`config.mk`:
```
export PLATFORM = sky130hd
export DESIGN_NAME = stack_calc_top
export DESIGN_NICKNAME = d
export VERILOG_FILES = /design/src/design/stack_pkg.sv /design/src/design/cmd_decode.sv /design/src/design/stack_calc_top.sv /design/src/design/stack_exec.sv /design/src/design/super_stack.sv
export VERILOG_INCLUDE_DIRS = /design/src /design/src/design
export SDC_FILE = /design/constraint.sdc
export NUM_CORES = 1
export LEC_CHECK = 0
export ABC_CLOCK_PERIOD_IN_PS = 8900
export BUFFER_PORTS_ARGS = -buffer_cell sky130_fd_sc_hd__buf_2
export CAP_MARGIN = 25
export CORE_MARGIN = 10
export CORE_UTILIZATION = 45
export DETAILED_ROUTE_END_ITERATION = 10
export PLACE_DENSITY = 0.62
export SYNTH_ARGS = -nofsm -noshare
export SYNTH_HDL_FRONTEND = slang
export SYNTH_SLANG_ARGS = --single-unit
```
`constraint.sdc`:
```
create_clock -name clk -period 8.9 [get_ports clk]
set_clock_uncertainty 0.2 [all_clocks]
set_input_delay 0.89 -clock clk [delete_from_list [all_inputs] [get_ports clk]]
set_output_delay 0.89 -clock clk [all_outputs]
set_load 0.02 [all_outputs]
```
`src/design/stack_consts.svh`:
```
`ifndef STACK_CONSTS_SVH
`define STACK_CONSTS_SVH

// Width of one stack entry and of the result word
`define STACK_WIDTH 8

// Address bits of the stack storage
// The stack holds 1 << STACK_ADDR_BITS entries, so index and limit need one bit more
`define STACK_ADDR_BITS 4

// Immediate carried in each instruction, same width as a stack word
`define IMM_WIDTH `STACK_WIDTH

`endif

```
`src/design/stack_pkg.sv`:
```
`include "stack_consts.svh"

package stack_pkg;

  // Calculator instruction set
  typedef enum logic [2:0] {
    NOP    = 3'd0,
    PUSH   = 3'd1,
    POP    = 3'd2,
    ADD    = 3'd3,
    SUB    = 3'd4,
    DUP    = 3'd5,
    SETLIM = 3'd6,
    PEEK   = 3'd7
  } calc_op_e;

  typedef enum logic [1:0] {
    S_NONE    = 2'd0,
    S_PUSH    = 2'd1,
    S_POP     = 2'd2,
    S_REPLACE = 2'd3
  } stack_op_e;

  // Source of the word written to the stack
  typedef enum logic [1:0] {
    A_IMM = 2'd0,  // Immediate as is
    A_ADD = 2'd1,  // Top plus immediate
    A_SUB = 2'd2,  // Top minus immediate
    A_TOS = 2'd3   // Copy of the top
  } alu_fn_e;

  typedef enum logic [1:0] {
    ST_NONE      = 2'd0,
    ST_EMPTY     = 2'd1,
    ST_UNDERFLOW = 2'd2,
    ST_OVERFLOW  = 2'd3
  } stack_status_e;

  typedef struct packed {
    calc_op_e               opcode;
    logic [`IMM_WIDTH-1:0]  imm;
  } calc_instr_t;

  typedef struct packed {
    logic                   valid;
    stack_op_e              op;
    alu_fn_e                fn;
    logic [`IMM_WIDTH-1:0]  imm;
  } exec_cmd_t;

  typedef struct packed {
    logic [`STACK_WIDTH-1:0] tos;
    stack_status_e           status;
  } calc_result_t;

endpackage

```
`src/design/cmd_decode.sv`:
```
`timescale 1ns/1ns
`include "stack_consts.svh"

module cmd_decode (
  input  logic                        clk,
  input  logic                        reset,
  input  logic                        instr_valid,
  input  stack_pkg::calc_instr_t      instr,
  output stack_pkg::exec_cmd_t        cmd,
  output logic [`STACK_ADDR_BITS:0]   underflow_limit
);
  import stack_pkg::*;

  // Highest legal limit, equal to the stack capacity
  localparam logic [`STACK_ADDR_BITS:0] LIMIT_MAX = {1'b1, {`STACK_ADDR_BITS{1'b0}}};

  stack_op_e                  dec_op;
  alu_fn_e                    dec_fn;
  logic [`STACK_ADDR_BITS:0]  lim_raw;
  logic [`STACK_ADDR_BITS:0]  lim_clamped;
  logic                       valid_q;
  stack_op_e                  op_q;
  alu_fn_e                    fn_q;
  logic [`IMM_WIDTH-1:0]      imm_q;

  // Opcode to stack operation and data source
  always_comb begin
    dec_op = S_NONE;
    dec_fn = A_IMM;
    case (instr.opcode)
      PUSH: dec_op = S_PUSH;
      POP:  dec_op = S_POP;
      ADD: begin
        dec_op = S_REPLACE;
        dec_fn = A_ADD;
      end
      SUB: begin
        dec_op = S_REPLACE;
        dec_fn = A_SUB;
      end
      DUP: begin
        dec_op = S_PUSH;
        dec_fn = A_TOS;
      end
      default: dec_op = S_NONE;  // NOP, PEEK and SETLIM leave the stack alone
    endcase
  end

  assign lim_raw     = instr.imm[`STACK_ADDR_BITS:0];
  assign lim_clamped = (lim_raw > LIMIT_MAX) ? LIMIT_MAX : lim_raw;

  always_ff @(posedge clk) begin
    if (reset) begin
      valid_q         <= 1'b0;
      underflow_limit <= '0;
    end else begin
      valid_q <= instr_valid && (instr.opcode != NOP);  // NOP gives no result strobe
      if (instr_valid && (instr.opcode == SETLIM)) begin
        underflow_limit <= lim_clamped;
      end
    end
  end

  // Command payload, only meaningful while valid_q is set
  always_ff @(posedge clk) begin
    if (instr_valid) begin
      op_q  <= dec_op;
      fn_q  <= dec_fn;
      imm_q <= instr.imm;
    end
  end

  assign cmd = '{valid: valid_q, op: op_q, fn: fn_q, imm: imm_q};

endmodule

```
`src/design/stack_calc_top.sv`:
```
`timescale 1ns/1ns
`include "stack_consts.svh"

module stack_calc_top (
  input  logic                       clk,
  input  logic                       reset,
  input  logic                       instr_valid,
  input  stack_pkg::calc_instr_t     instr,
  output logic                       result_valid,
  output stack_pkg::calc_result_t    result,
  output logic [`STACK_ADDR_BITS:0]  depth
);
  import stack_pkg::*;

  exec_cmd_t                  cmd;              // Decode to execute
  logic [`STACK_ADDR_BITS:0]  underflow_limit;  // Level, set by SETLIM

  // Stage 1
  cmd_decode u_decode (
    .clk             (clk),
    .reset           (reset),
    .instr_valid     (instr_valid),
    .instr           (instr),
    .cmd             (cmd),
    .underflow_limit (underflow_limit)
  );

  // Stage 2
  stack_exec u_exec (
    .clk             (clk),
    .reset           (reset),
    .cmd             (cmd),
    .underflow_limit (underflow_limit),
    .result_valid    (result_valid),
    .result          (result),
    .depth           (depth)
  );

endmodule

```
`src/design/stack_exec.sv`:
```
`timescale 1ns/1ns
`include "stack_consts.svh"

module stack_exec (
  input  logic                       clk,
  input  logic                       reset,
  input  stack_pkg::exec_cmd_t       cmd,
  input  logic [`STACK_ADDR_BITS:0]  underflow_limit,
  output logic                       result_valid,
  output stack_pkg::calc_result_t    result,
  output logic [`STACK_ADDR_BITS:0]  depth
);
  import stack_pkg::*;

  logic [`STACK_WIDTH-1:0]  tos;
  stack_status_e            status;
  stack_op_e                stack_op;
  logic [`STACK_WIDTH-1:0]  data_word;

  // Operand is the current top, already updated by the previous command
  always_comb begin
    case (cmd.fn)
      A_ADD:   data_word = tos + cmd.imm;  // Wraps modulo 256
      A_SUB:   data_word = tos - cmd.imm;
      A_TOS:   data_word = tos;
      default: data_word = cmd.imm;
    endcase
  end

  assign stack_op = cmd.valid ? cmd.op : S_NONE;

  super_stack #(
    .WIDTH     (`STACK_WIDTH),
    .ADDR_BITS (`STACK_ADDR_BITS)
  ) u_stack (
    .clk             (clk),
    .reset           (reset),
    .op              (stack_op),
    .data            (data_word),
    .underflow_limit (underflow_limit),
    .tos             (tos),
    .status          (status),
    .depth           (depth)
  );

  // Strobe lines up with the registered stack outputs
  always_ff @(posedge clk) begin
    if (reset) begin
      result_valid <= 1'b0;
    end else begin
      result_valid <= cmd.valid;
    end
  end

  assign result = '{tos: tos, status: status};

endmodule

```
`src/design/super_stack.sv`:
```
`timescale 1ns/1ns
`include "stack_consts.svh"

module super_stack #(
  parameter int WIDTH     = `STACK_WIDTH,
  parameter int ADDR_BITS = `STACK_ADDR_BITS
) (
  input  logic                      clk,
  input  logic                      reset,
  input  stack_pkg::stack_op_e      op,
  input  logic [WIDTH-1:0]          data,
  input  logic [ADDR_BITS:0]        underflow_limit,
  output logic [WIDTH-1:0]          tos,
  output stack_pkg::stack_status_e  status,
  output logic [ADDR_BITS:0]        depth
);
  import stack_pkg::*;

  localparam int ENTRIES = 1 << ADDR_BITS;
  localparam logic [ADDR_BITS:0] FULL = {1'b1, {ADDR_BITS{1'b0}}};

  logic [WIDTH-1:0]      mem [ENTRIES];
  logic [ADDR_BITS:0]    index;        // Number of entries held
  logic [ADDR_BITS:0]    index_inc;
  logic [ADDR_BITS:0]    index_dec;
  logic [ADDR_BITS-1:0]  top_addr;     // Entry holding the top
  logic [ADDR_BITS-1:0]  under_addr;   // Entry just below the top
  logic                  full;
  logic                  above_limit;  // Something sits above the limit
  logic                  mem_we;
  logic [ADDR_BITS-1:0]  mem_waddr;

  // Status for a given fill level against the limit
  function automatic stack_status_e level_status(input logic [ADDR_BITS:0] idx,
                                                 input logic [ADDR_BITS:0] lim);
    if (idx < lim) begin
      return ST_UNDERFLOW;
    end else if (idx == lim) begin
      return ST_EMPTY;
    end
    return ST_NONE;
  endfunction

  assign index_inc   = index + 1'b1;
  assign index_dec   = index - 1'b1;
  assign top_addr    = index_dec[ADDR_BITS-1:0];
  assign under_addr  = top_addr - 1'b1;
  assign full        = (index == FULL);
  assign above_limit = (index > underflow_limit);
  assign depth       = index;

  always_comb begin
    mem_we    = 1'b0;
    mem_waddr = top_addr;
    case (op)
      S_PUSH: begin
        mem_we    = !full;
        mem_waddr = index[ADDR_BITS-1:0];  // Next free slot
      end
      S_REPLACE: mem_we = above_limit;
      default:   mem_we = 1'b0;
    endcase
  end

  always_ff @(posedge clk) begin
    if (mem_we) begin
      mem[mem_waddr] <= data;
    end
  end

  always_ff @(posedge clk) begin
    if (reset) begin
      index  <= '0;
      status <= ST_EMPTY;
      tos    <= '0;
    end else begin
      case (op)
        S_NONE: begin
          status <= level_status(index, underflow_limit);  // Limit may have moved
          if (above_limit) begin
            tos <= mem[top_addr];
          end
        end
        S_PUSH: begin
          if (full) begin
            status <= ST_OVERFLOW;
          end else begin
            index  <= index_inc;
            tos    <= data;
            status <= level_status(index_inc, underflow_limit);
          end
        end
        S_POP: begin
          if (!above_limit) begin
            status <= ST_UNDERFLOW;
          end else begin
            index  <= index_dec;
            status <= (index_dec == underflow_limit) ? ST_EMPTY : ST_NONE;
            if (index_dec > underflow_limit) begin
              tos <= mem[under_addr];  // New top after the pop
            end
          end
        end
        S_REPLACE: begin
          if (!above_limit) begin
            status <= ST_UNDERFLOW;
          end else begin
            tos    <= data;
            status <= ST_NONE;
          end
        end
      endcase
    end
  end

endmodule

```
==> qor.yml <==
clk_pin_slew_ps: 70
grt_pass1_wl_um: 32200
cts_buffer_depth: 2
grt_use_total_pct: 17.0
rows: 50
min_to: "u_decode.underflow_limit[3]$_SDFFE_PP0P_"
peakVddDrop_v: 0.000127
cts_setup_buffers: 0
power_density_nw_per_um2: 216
die_area_um2: 25200
clk-insertion-delay-late_ps: 430
grt_max_degree: 66
antenna_found_initial: 0
wire_per_inst_um: 23.0
r2r-end: "u_exec.u_stack.tos[6]$_SDFFE_PP0P_"
root_buffer: "clkbuf_16"
fmax_mhz: 261
cts-hold-fix-buffers: 0
reg2regPathDepth: 10
rsz0062_at_grt: "false"
postPlaceCellArea_um2: 9000
synth_warnings: 0
syn_to_final_growth_pct: 11.9
drtAntennaViolNets: 0
syn_nets: 637
synth_seq_area_share_pct: 53.7
layout_commonest_cell: "edfxtp_1"
min_period_ps: 3840
r2r_start: "u_exec.u_stack.depth[2]$_SDFFE_PP0P_"
synth_edf_count: 140
die_h_um: 159
initial_utilization_pct: 45.9
end_kind: "flop"
die_x_um: 159
ys_seq_elements: 162
synthFlopType: "edfxtp_1"
dp_hpwl_um: 14000
power_uw: 2090
drtPass1Iterations: 5
wl_um: 20700
slew_viol_final: 0
post-route-util_pct: 51.4
drc_errors: 0
core-area_um2: 18800
cts_buffers: 17
grt-ovfl-total: 0
cts_resized: 0
fin_area_um2: 9680
worstHoldPathCells: 2
gp_congestion: 0.907
drt_iter0_markers: 466
cp.arrival_ps: 3990
layout_common_cells: "edfxtp_1, mux4_2, nor2_1"
setup_viol: 0
regToRegSetupSlack_ps: 5060
crit_type: "flop to flop"
fill_cells: 1544
pin_count: 30
critPathRequiredTime_ps: 9060
status: "finished, final reports clean"
synth_top_area_cell: "edfxtp_1"
cts_max_level: 4
synth_area_leaders: "edfxtp_1, mux4_2, dfxtp_1, ha_1, nor2_1"
syn_area_per_cell_um2: 14.6
fin_tns_setup_ps: 0
portBuffers: 29
syn-cell-area_um2: 8650
antenna_cells: 0
cts_tree: "built"
via_per_inst: 6.09
netlist_instances: 593
fin_crit_sh_pct: 43.1
async_flop_share_pct: 0
slew_headroom_pct: 32.0
num-nets-final: 670
cp-start-kind: "flop"
grt_pass1_vias: 5523
hp-class: "flop to flop"
worstMarginPinSlew_ps: 1020
hold_viol: 0
synth_top_area_share_pct: 48.6
cts.sinks: 162
vias: 5473
drive_gt1_share_pct: 25.2
crit_fanout: 17
synth_cell_types: 59
whs_ps: 292
min_from: "u_decode.underflow_limit[3]$_SDFFE_PP0P_"
p_leak_uw: 0.00327
drv_cap: 0
==> per-stage QoR <==
step / setup WS (ps) / cells
after detailed placement: 4880 / 859
final: 5060 / 899
after floorplan: 4880 / 593
after global placement: 4980 / 857
after global routing: 4750 / 899
after CTS: 4870 / 891
==> registers in the layout, summed over array words and instances, names as in the netlist <==
register                  count
u_exec.result_valid           1
u_exec.u_stack.mem          128
u_exec.u_stack.status         2
u_exec.u_stack.depth          5
u_exec.u_stack.tos            8
u_decode.valid_q              1
u_decode.op_q                 2
u_decode.underflow_limit      5
u_decode.imm_q                8
u_decode.fn_q                 2
==> cell families (layout without fill, tap and decap cells) <==
logic type / after synthesis / in the layout / share of synthesized area [%]
AOI/OAI and AO/OA: 103 / 103 / 8.09
xor gates and xnor gates: 22 / 22 / 2.75
adders and majority gates: 30 / 30 / 4.43
buffers and inverters: 58 / 104 / 3.49
DFF: 162 / 162 / 53.7
muxes: 90 / 90 / 20.6
and+or+nand+nor: 128 / 128 / 6.93
==> where the power goes <==
| group | total (uW) | switching, uW | leakage (uW) | internal [uW] |
|---|---|---|---|---|
| sequential | 918 | 18.2 | 0.00145 | 900 |
| clock | 746 | 324 | 0.000288 | 422 |
| combinational | 430 | 256 | 0.00153 | 174 |
| total | 2090 | 599 | 0.00327 | 1490 |
==> layer usage <==
layer / GRT usage, % / wire length [um] / vias to the layer above
li1: - / - / 2433
met4: 5.69 / 311 / 0
met2: 27.9 / 10300 / 182
met5: 0 / 0 / -
met1: 22.2 / 8920 / 2831
met3: 3.48 / 1130 / 27
==> worst max-delay path, cell delays in order, from the launching register on <==
cell      delay [ps]
dfxtp_1          770
nor3_1           180
xnor2_1          610
inv_2            280
ha_1             380
and3_1           200
a221oi_1         280
a31oi_1           70
o22a_1           390
and4_1           250
nor3_1           150
==> cell usage after synthesis (all sizes together), types with 5 or more instances <==
master / instances
a221oi: 8
a21oi: 29
inv: 27
clkbuf: 9
a31oi: 11
edfxtp: 140
nor2b: 9
buf: 21
a211oi: 6
nor3: 13
nand2: 28
nand3: 5
dfxtp: 22
mux4: 70
mux2i: 16
nor3b: 5
xnor2: 19
ha: 29
a22oi: 5
a21o: 6
nor2: 51
o21ai: 10
==> final cells by class <==
cell class	count	area, um2	area share [%]
well taps	260	325	3.36
multi-input cells	373	3720	38.4
flip-flops and latches	162	4650	48.0
clock inverters	15	169	1.74
inverters	28	108	1.11
repair buffers	44	289	2.99
clock buffers	17	425	4.39
==> how the worst max path moves through the flow <==
| stage | start | to | slack (ps) | depth (start not counted) |
|---|---|---|---|---|
| final | u_exec.u_stack.depth[2]$_SDFFE_PP0P_ | u_exec.u_stack.tos[6]$_SDFFE_PP0P_ | 5060 | 10 |
| after global routing | u_exec.u_stack.depth[2]$_SDFFE_PP0P_ | u_exec.u_stack.tos[3]$_SDFFE_PP0P_ | 4750 | 10 |
| after CTS | u_exec.u_stack.depth[0]$_SDFFE_PP0P_ | u_exec.u_stack.tos[6]$_SDFFE_PP0P_ | 4870 | 10 |
| after detailed placement | u_exec.u_stack.depth[0]$_SDFFE_PP0P_ | u_exec.u_stack.tos[6]$_SDFFE_PP0P_ | 4880 | 10 |
| after global placement | u_exec.u_stack.depth[0]$_SDFFE_PP0P_ | u_exec.u_stack.tos[6]$_SDFFE_PP0P_ | 4980 | 10 |
| after floorplan | u_exec.u_stack.depth[0]$_SDFFE_PP0P_ | u_exec.u_stack.tos[1]$_SDFFE_PP0P_ | 4880 | 18 |
(Power assumes the default switching activity.)
